**src/hw/icache_consts.svh**
```systemverilog
`ifndef ICACHE_CONSTS_SVH
`define ICACHE_CONSTS_SVH

// cache geometry shared by the package and the RTL

// ways searched in parallel on every lookup
`define ICACHE_WAYS 4

// sets per way and the index that selects one
`define ICACHE_SETS 128
`define ICACHE_SET_BITS 7

// chunk index inside a line, one flag bit per chunk
`define ICACHE_CHUNK_BITS 4

// remaining fetch address bits above set and chunk
`define ICACHE_TAG_BITS 19

// payload of one line
`define ICACHE_LINE_BITS 128

`endif

```
**src/hw/icache_pkg.sv**
```systemverilog
`include "icache_consts.svh"

package icache_pkg;

  typedef logic [`ICACHE_SET_BITS-1:0] set_idx_t;

  typedef logic [`ICACHE_WAYS-1:0] way_vec_t; // one-hot select or per-way mask

  typedef logic [`ICACHE_LINE_BITS-1:0] line_t;

  typedef logic [(1 << `ICACHE_CHUNK_BITS)-1:0] flags_t; // executed bit per chunk

  // fetch address as seen by the cache with the chunk in the low bits
  typedef struct packed {
    logic [`ICACHE_TAG_BITS-1:0]   tag;
    set_idx_t                      set;
    logic [`ICACHE_CHUNK_BITS-1:0] chunk;
  } fetch_addr_t;

  typedef struct packed {
    logic                        valid;
    logic [`ICACHE_TAG_BITS-1:0] tag;
  } tag_entry_t;

endpackage

```
**src/hw/cc_if.sv**
```systemverilog
`include "icache_consts.svh"

// lookup result with one strobe per fetch that made it past the sweep
interface cc_hit_if import icache_pkg::*; ();
  logic                          hit_valid;
  way_vec_t                      hit_way; // zero on a miss
  set_idx_t                      hit_set;
  logic [`ICACHE_CHUNK_BITS-1:0] hit_chunk;
  logic                          hit_set_flag;

  modport producer (output hit_valid, hit_way, hit_set, hit_chunk, hit_set_flag);
  modport consumer (input hit_valid, hit_way, hit_set, hit_chunk, hit_set_flag);
endinterface


```
**src/hw/cc_way_select.sv**
```systemverilog
`include "icache_consts.svh"

module cc_way_select import icache_pkg::*; (
  input  logic       clk,
  input  logic       rst,
  cc_hit_if.consumer hit,
  input  line_t      way_lines [`ICACHE_WAYS],
  input  flags_t     way_flags [`ICACHE_WAYS],
  output logic       rd_valid,
  output logic       rd_hit,
  output line_t      rd_data,
  output flags_t     rd_flags,
  output logic       rd_err
);

  line_t  sel_line;
  flags_t sel_flags;
  logic   multi_hit;

  always_comb begin
    sel_line  = '0;
    sel_flags = '0;
    for (int w = 0; w < `ICACHE_WAYS; w++) begin
      if (hit.hit_way[w]) begin
        sel_line  = sel_line | way_lines[w];
        sel_flags = sel_flags | way_flags[w];
      end
    end
  end

  assign multi_hit = |(hit.hit_way & (hit.hit_way - 1'b1)); // more than one bit set

  always_ff @(posedge clk) begin
    if (rst) begin
      rd_valid <= 1'b0;
      rd_hit   <= 1'b0;
      rd_err   <= 1'b0;
    end else begin
      rd_valid <= hit.hit_valid;
      rd_hit   <= hit.hit_valid & (|hit.hit_way);
      rd_err   <= hit.hit_valid & multi_hit;
    end
  end

  always_ff @(posedge clk) begin
    rd_data  <= sel_line;
    rd_flags <= sel_flags;
  end

endmodule

```
**src/flat_wrapper.sv**
```systemverilog
// flat-port wrapper written by rule: the top's interface ports become plain ports
module cc_way_select_flat import icache_pkg::*;
  (clk, rst, way_lines, way_flags, rd_valid, rd_hit, rd_data, rd_flags, rd_err, hit_hit_valid, hit_hit_way, hit_hit_set, hit_hit_chunk, hit_hit_set_flag);
  cc_hit_if hit_i ();
  input  logic clk;
  input  logic rst;
  input  line_t way_lines[`ICACHE_WAYS];
  input  flags_t way_flags[`ICACHE_WAYS];
  output logic rd_valid;
  output logic rd_hit;
  output line_t rd_data;
  output flags_t rd_flags;
  output logic rd_err;
  input wire logic [$bits(hit_i.hit_valid)-1:0] hit_hit_valid;
  input wire logic [$bits(hit_i.hit_way)-1:0] hit_hit_way;
  input wire logic [$bits(hit_i.hit_set)-1:0] hit_hit_set;
  input wire logic [$bits(hit_i.hit_chunk)-1:0] hit_hit_chunk;
  input wire logic [$bits(hit_i.hit_set_flag)-1:0] hit_hit_set_flag;
  assign hit_i.hit_valid = hit_hit_valid;
  assign hit_i.hit_way = hit_hit_way;
  assign hit_i.hit_set = hit_hit_set;
  assign hit_i.hit_chunk = hit_hit_chunk;
  assign hit_i.hit_set_flag = hit_hit_set_flag;
  cc_way_select u_core (.clk(clk), .rst(rst), .hit(hit_i), .way_lines(way_lines), .way_flags(way_flags), .rd_valid(rd_valid), .rd_hit(rd_hit), .rd_data(rd_data), .rd_flags(rd_flags), .rd_err(rd_err));
endmodule
```
**config.mk**
```make
export PLATFORM = sky130hd
export DESIGN_NAME = cc_way_select_flat
export DESIGN_NICKNAME = d
export VERILOG_FILES = /design/src/hw/icache_pkg.sv /design/src/hw/cc_if.sv /design/src/hw/cc_way_select.sv /design/src/flat_wrapper.sv
export VERILOG_INCLUDE_DIRS = /design/src /design/src/hw
export SDC_FILE = /design/constraint.sdc
export NUM_CORES = 1
export LEC_CHECK = 0
export ABC_AREA = 1
export ABC_CLOCK_PERIOD_IN_PS = 800
export BUFFER_PORTS_ARGS = -buffer_cell sky130_fd_sc_hd__buf_2
export CAP_MARGIN = 25
export CORE_AREA = 2 2 291 293
export CTS_BUF_LIST = sky130_fd_sc_hd__clkbuf_8 sky130_fd_sc_hd__clkbuf_16
export DETAILED_ROUTE_END_ITERATION = 6
export DIE_AREA = 0 0 293 295
export HOLD_SLACK_MARGIN = 0.02
export PLACE_DENSITY = 0.35
export SETUP_SLACK_MARGIN = 0.02
export SLEW_MARGIN = 20
export SYNTH_ARGS = -nofsm -noshare
export SYNTH_HDL_FRONTEND = slang
export SYNTH_SLANG_ARGS = --single-unit
```
**constraint.sdc**
```tcl
create_clock -name clk -period 0.8 [get_ports clk]
set_input_delay 0.08 -clock clk [delete_from_list [all_inputs] [get_ports clk]]
set_output_delay 0.08 -clock clk [all_outputs]
set_load 0.02 [all_outputs]
```
==> metrics.cfg, run 1 <==
[synthesis]
synth_adder_area_share_pct = 0
synth_cell_types = 10
syn-instance-count = 944
seq_area_frac_synth_pct = 44.7
synth_seq_cells = 147
syn_area_per_cell_sq_um = 6.97
synthSimpleGateAreaFrac_pct = 47.2
synth-warning-count = 0
yosys.area_share.xor_xnor_pct = 0
syn_area_sq_mm = 0.00658
syn-num-nets = 1539
synth_compound_area_share_pct = 0
synth_top_family_by_area = simple AND/OR/NAND/NOR gates
synth.mux.area_fraction_pct = 0

[status]
stop_error = [ERROR RSZ-0060] Max buffer count reached.
status = did not finish
haltStage = 4_1_cts

[placement]
dp_cells = 2774
dpl.hpwl_um = 41200
port-buffer-count = 729
globalplace.congestion = 0.825
place_worst_setup_slack_ns = -0.132

[clock_network]
hold_buffers = 562
numCtsBuffers = 17
clk_path_buf_depth = 2
post_cts_resized = 445
htree_levels = 4
cts_setup_buffers = 0
cts_root_buf = clkbuf_16
clock_sinks = 147

[floorplan]
die_w_um = 293
initial_core_util_pct = 7.91
pin_count = 742
die_y_um = 295
rows = 106

through the flow:
step | hold slack [ns] | utilization [%] | cell area [sq um]
after floorplan | 0.170 | - | 6580
after global placement | 0.287 | 14.4 | 11900
after detailed placement | 0.285 | 14.4 | 11900
cell usage after synthesis:
library cell    n  area [sq um]
nand2_1       582          2180
dfxtp_1       147          2940
nand4_1       144           901
buf_4          27           203
buf_6          20           225
buf_2          14          70.1
nor2_1          4          15.0
clkbuf_4        3          22.5
inv_1           2          7.51
and2_1          1          6.26
cell families after synthesis:
group / after synthesis
flops: 147
simple gates: 731
buf+inv: 66
==> run 2, diff against run 1 <==
--- a/config.mk
+++ b/config.mk
@@ -7,16 +7,13 @@
 export NUM_CORES = 1
 export LEC_CHECK = 0
 export ABC_AREA = 1
-export ABC_CLOCK_PERIOD_IN_PS = 800
+export ABC_CLOCK_PERIOD_IN_PS = 1050
 export BUFFER_PORTS_ARGS = -buffer_cell sky130_fd_sc_hd__buf_2
 export CAP_MARGIN = 25
-export CORE_AREA = 2 2 291 293
-export CTS_BUF_LIST = sky130_fd_sc_hd__clkbuf_8 sky130_fd_sc_hd__clkbuf_16
+export CORE_AREA = 2 2 286 288
 export DETAILED_ROUTE_END_ITERATION = 6
-export DIE_AREA = 0 0 293 295
-export HOLD_SLACK_MARGIN = 0.02
-export PLACE_DENSITY = 0.35
-export SETUP_SLACK_MARGIN = 0.02
+export DIE_AREA = 0 0 288 290
+export PLACE_DENSITY_LB_ADDON = 0.15
 export SLEW_MARGIN = 20
 export SYNTH_ARGS = -nofsm -noshare
 export SYNTH_HDL_FRONTEND = slang
==> constraint.sdc (replaced) <==
create_clock -name clk -period 1.05 [get_ports clk]
set_input_delay 0.105 -clock clk [delete_from_list [all_inputs] [get_ports clk]]
set_output_delay 0.105 -clock clk [all_outputs]
set_load 0.02 [all_outputs]
==> metrics.cfg, run 2 <==
[status]
status = finished with violations
failed_checks = setup timing

[critical_path]
cp_common_cell = dlygate4sd3_1
crit_buf_inv = 3
cp-start-kind = input port
cp_slowest_stage_delay_ns = 0.57
worst_setup_path_end_kind = flip-flop
required_ns = 1.41
criticalPathCategory = input port to flip-flop
slowest_stage = dlygate4sd3_1
cp_max_fo = 1
path_depth = 5
critical-path-top-delay-family = buffers and inverters
cp.arrival_ns = 1.47
path_cells = dlygate4sd3_1 -> buf_2 -> nand2_1 -> nand4_1 -> dlygate4sd3_1

[pwr]
power_frac_comb_pct = 32.1
switchingPower_w = 0.00578
power_frac_clock_pct = 34.4
switching_share_pct = 30.1
p_int_w = 0.0134
peakVddDrop_uv = 1110
pwr-share-seq_pct = 33.5
power_density_mw_per_mm2 = 1020
p_leak_nw = 8.84

[synthesis]
syn-instance-count = 944
seq_area_frac_synth_pct = 44.7
synth_commonest_cells = nand2_1, dfxtp_1, nand4_1
synth-warning-count = 0
syn_area_sq_mm = 0.00658
syn-num-nets = 1539
synth_ff_type = dfxtp_1
synth.mux.area_fraction_pct = 0
synth_most_common_cell = nand2_1
synth_seq_cells = 147
yosys-top-cells-area = dfxtp_1, nand2_1, nand4_1
syn_area_per_cell_sq_um = 6.97
yosysTopAreaCell = dfxtp_1
synth_compound_area_share_pct = 0
synth.top_cell.area_share_pct = 44.7
synth-edff-count = 0
synth_top_family_by_area = simple AND/OR/NAND/NOR gates
synth-async-reset-ratio_pct = 0
synth_cell_types = 10
synth_adder_area_share_pct = 0
yosys.area_share.xor_xnor_pct = 0
synthSimpleGateAreaFrac_pct = 47.2

[sta]
maxSlewHeadroom_pct = 83.8
rsz0062_at_grt = yes
finalMaxSlewViolations = 0
fmax_mhz = 903
fin_ws_ns = -0.0575
finalCritPeriodShare_pct = 105
layout_min_cycle_time_ns = 1.11
worst_pin_slew_ns = 0.243
setup_violations = 22
hold_violations = 0
tns_ns = -0.399

[final_layout]
final_common_cell = nand2_1
post-route-util_pct = 23.4
final_cell_mix = nand2_1, buf_2, dlygate4sd3_1, buf_6, nand4_1
nNetsFinal = 2822
fin_area_sq_mm = 0.0188
largest_register = u_core.rd_data
largest_reg_flops = 128
n_antenna_cell = 0
syn_to_final_growth_pct = 185
top_regs = u_core.rd_data: 128 flops, u_core.rd_flags: 16 flops
layout-drive-gt1-share_pct = 43.0
nFillCells = 8773

[clock_network]
cts_tree = done
clk_path_buf_depth = 2
htree_levels = 4
cts_setup_buffers = 0
clk_pin_slew_ns = 0.08
clock_sinks = 147
numCtsBuffers = 17
cts_root_buf = clkbuf_16

[placement]
place_worst_setup_slack_ns = 0.0541
dpl.hpwl_um = 34800
dpl-instance-area_sq_mm = 0.0116
port-buffer-count = 729
globalplace.congestion = 0.857

[grt]
grt_pass1_wl_um = 65000
antenna_found_initial = 1
grt_usage_pct = 10.3
grt_max_degree = 39
overflow = 0
grt_pass1_vias = 11700

[floorplan]
initial_core_util_pct = 8.21
die_w_um = 288
die_y_um = 290
core_area_sq_mm = 0.0802
rows = 104
pin_count = 742
fp.dieArea_sq_mm = 0.0835

[routing]
wl_um = 46900
post_drt_wl_per_cell_um = 14.2
drtIter0Drc = 351
post-route-drc-count = 0
detail-route-antenna-nets = 0
drtPass1Iterations = 5
viasPerCell = 3.49
vias = 11500

[hold_path]
min_path_type = input port to flip-flop
hold_path_depth = 4

[run]
cap_violations = 0

==> run 2: worst paths after layout <==
check,startpoint,endpoint,slack [ns]
hold / removal,hit_hit_way[1],u_core.rd_data[8],0.07
setup / recovery,way_lines[156],u_core.rd_data[28],-0.06
==> run 2: cell families (layout without fill, tap and decap cells) <==
| logic type | Yosys count | count (layout) |
|---|---|---|
| and+or+nand+nor | 731 | 731 |
| DFF | 147 | 147 |
| buffers and inverters | 66 | 1361 |
==> run 2: metrics by stage <==
| step | hold WS [ns] | instances | total power [W] |
|---|---|---|---|
| CTS | 0.00237 | 3117 | 0.0194 |
| global route | 0.0680 | 3299 | 0.0205 |
| finish | 0.0712 | 3299 | 0.0192 |
| global placement | 0.310 | 2725 | 0.0104 |
| detailed placement | 0.308 | 2725 | 0.0103 |
| floorplan | 0.195 | 944 | 0.00808 |
==> run 2: cell type report <==
type | count | area [sq um] | area share, %
inverters | 2 | 7.51 | 0.0400
well taps | 1060 | 1330 | 7.06
clock inverters | 12 | 145 | 0.773
multi-input cells | 731 | 3110 | 16.5
repair buffers | 1328 | 10600 | 56.4
flip-flops and latches | 147 | 3140 | 16.7
clock buffers | 19 | 453 | 2.41
==> run 2: what timing repair did <==
action	CTS	global route
gates resized for setup	448	2
hold endpoints to repair	147	91
endpoints found under the setup margin	147	240
hold buffers	361	273
==> run 2: metal layers <==
metal / share of wire, % / vias up / global-route usage [%]
met4: 3.2 / 2 / 4.31
met3: 7.3 / 79 / 3.29
met2: 53 / 547 / 19.6
li1: - / 5639 / -
met1: 37 / 5256 / 10.2
met5: 0.030 / - / 0
==> run 2: power groups by stage <==
| stage | sequential (W) | clock (W) | combinational, W |
|---|---|---|---|
| floorplan | 0.00698 | 0 | 0.00110 |
| global placement | 0.00637 | 0 | 0.00402 |
| detailed placement | 0.00636 | 0 | 0.00397 |
| CTS | 0.00645 | 0.00715 | 0.00581 |
| global route | 0.00649 | 0.00729 | 0.00669 |
| finish | 0.00644 | 0.00662 | 0.00617 |
Note: power is estimated with default switching activity, not from simulation.
==> run 3, diff against run 2 <==
--- a/config.mk
+++ b/config.mk
@@ -13,6 +13,7 @@
 export CORE_AREA = 2 2 286 288
 export DETAILED_ROUTE_END_ITERATION = 6
 export DIE_AREA = 0 0 288 290
+export HOLD_SLACK_MARGIN = 0.08
 export PLACE_DENSITY_LB_ADDON = 0.15
 export SLEW_MARGIN = 20
 export SYNTH_ARGS = -nofsm -noshare
==> metrics.cfg, run 3 (synthesis results as in run 2) <==
[sta]
fmax_mhz = 907
worst_pin_slew_ns = 0.241
rsz0062_at_grt = yes
fin_ws_ns = -0.0530
maxSlewHeadroom_pct = 84.0
finalCritPeriodShare_pct = 105
layout_min_cycle_time_ns = 1.10
holdWs_ns = 0.112
setup_violations = 21
tns_ns = -0.402
finalMaxSlewViolations = 0
hold_violations = 0

[clock_network]
clk_path_buf_depth = 2
htree_levels = 4
clock_sinks = 147
clk_pin_slew_ns = 0.08
cts_tree = done
cts_root_buf = clkbuf_16
numCtsBuffers = 17

[final_layout]
nNetsFinal = 2829
nFillCells = 8764
n_antenna_cell = 0
syn_to_final_growth_pct = 187
top_regs = u_core.rd_data: 128 flops, u_core.rd_flags: 16 flops
largest_register = u_core.rd_data
largest_reg_flops = 128
final_common_cell = nand2_1
final_cell_mix = nand2_1, buf_2, dlygate4sd3_1, buf_6, nand4_1
post-route-util_pct = 23.5
layout-drive-gt1-share_pct = 42.9
multi_input_area_sq_mm = 0.00311
seq_area_sq_mm = 0.00314

[floorplan]
core_area_sq_mm = 0.0802
initial_core_util_pct = 8.21
die_w_um = 288
die_y_um = 290
fp.dieArea_sq_mm = 0.0835
rows = 104
pin_count = 742

[routing]
wl_um = 47100
viasPerCell = 3.49
drtIter0Drc = 332
post-route-drc-count = 0
detail-route-antenna-nets = 0
drtPass1Iterations = 7
vias = 11600
post_drt_wl_per_cell_um = 14.3

[critical_path]
cp-start-kind = input port
cp.arrival_ns = 1.46
worst_setup_path_end_kind = flip-flop
cp_max_fo = 1
criticalPathCategory = input port to flip-flop
required_ns = 1.41

[pwr]
power_frac_clock_pct = 34.4
pwr-share-seq_pct = 33.4
power_frac_comb_pct = 32.1
power_w = 0.0193
peakVddDrop_uv = 1110
switchingPower_w = 0.00580
p_leak_nw = 8.87
p_int_w = 0.0135
switching_share_pct = 30.1
power_density_mw_per_mm2 = 1020

[grt]
antenna_found_initial = 1
grt_pass1_vias = 11800
grt_pass1_wl_um = 65500
grt_max_degree = 39
grt_usage_pct = 10.4
overflow = 0

[hold_path]
min_path_type = input port to flip-flop
min_from = hit_hit_way[1]
hold_path_depth = 4
hold_end = u_core.rd_data[96]

[status]
failed_checks = setup timing
status = finished with violations

[placement]
port-buffer-count = 729
dpl.hpwl_um = 34800
globalplace.congestion = 0.857

[run]
cap_violations = 0

==> run 3: cell count changes in the layout (fill, tap and decap cells not counted), sizes merged <==
cell / before / now
dlygate4sd3: 542 / 549
==> run 3: repair_timing <==
item                                    CTS  global route
setup buffers                             0             0
endpoints found under the hold margin   147            88
hold buffers                            378           264
gates resized for setup                 448             2
endpoints found under the setup margin  147           240
==> run 3: power groups by stage <==
| stage | logic, W | registers, W | clock network, W |
|---|---|---|---|
| finish | 0.00619 | 0.00644 | 0.00663 |
| floorplan | 0.00110 | 0.00698 | 0 |
| global placement | 0.00402 | 0.00637 | 0 |
| detailed placement | 0.00397 | 0.00636 | 0 |
| global route | 0.00671 | 0.00649 | 0.00729 |
| CTS | 0.00585 | 0.00645 | 0.00715 |
==> run 3: how the worst max path moves through the flow <==
stage | to | cells after the start | slack, ns | startpoint
floorplan | u_core.rd_data[50] | 4 | 0.39 | hit_hit_way[1]
global placement | u_core.rd_data[4] | 5 | 0.05 | hit_hit_way[0]
detailed placement | u_core.rd_data[31] | 5 | 0.05 | hit_hit_way[3]
CTS | rd_data[10] | 1 | -0.13 | u_core.rd_data[10]
global route | rd_data[10] | 1 | -0.14 | u_core.rd_data[10]
finish | u_core.rd_data[28] | 5 | -0.05 | way_lines[156]
==> run 3: routing by layer <==
| metal | share of wire, % | global-route usage, % |
|---|---|---|
| met1 | 37 | 10.2 |
| met5 | 0.030 | 0 |
| met4 | 3.3 | 4.30 |
| met2 | 52 | 19.8 |
| met3 | 7.3 | 3.29 |
==> run 3: final cells by class <==
class / count / share of cell area (%)
Timing Repair Buffer: 1335 / 56.6
Sequential cell: 147 / 16.7
Inverter: 2 / 0.0398
Tap cell: 1060 / 7.04
Multi-Input combinational cell: 731 / 16.5
Clock buffer: 19 / 2.40
Clock inverter: 12 / 0.770
==> run 3: metrics by stage <==
stage	setup slack [ns]	cells	cell area (sq um)
after global routing	-0.135	3306	18800
after CTS	-0.134	3134	17100
after global placement	0.0475	2725	11600
after floorplan	0.393	944	6580
final	-0.0530	3306	18800
after detailed placement	0.0541	2725	11600
==> run 3: critical path, stage by stage <==
cell	delay, ns
dlygate4sd3_1	0.53
buf_2	0.12
nand2_1	0.05
nand4_1	0.08
dlygate4sd3_1	0.57
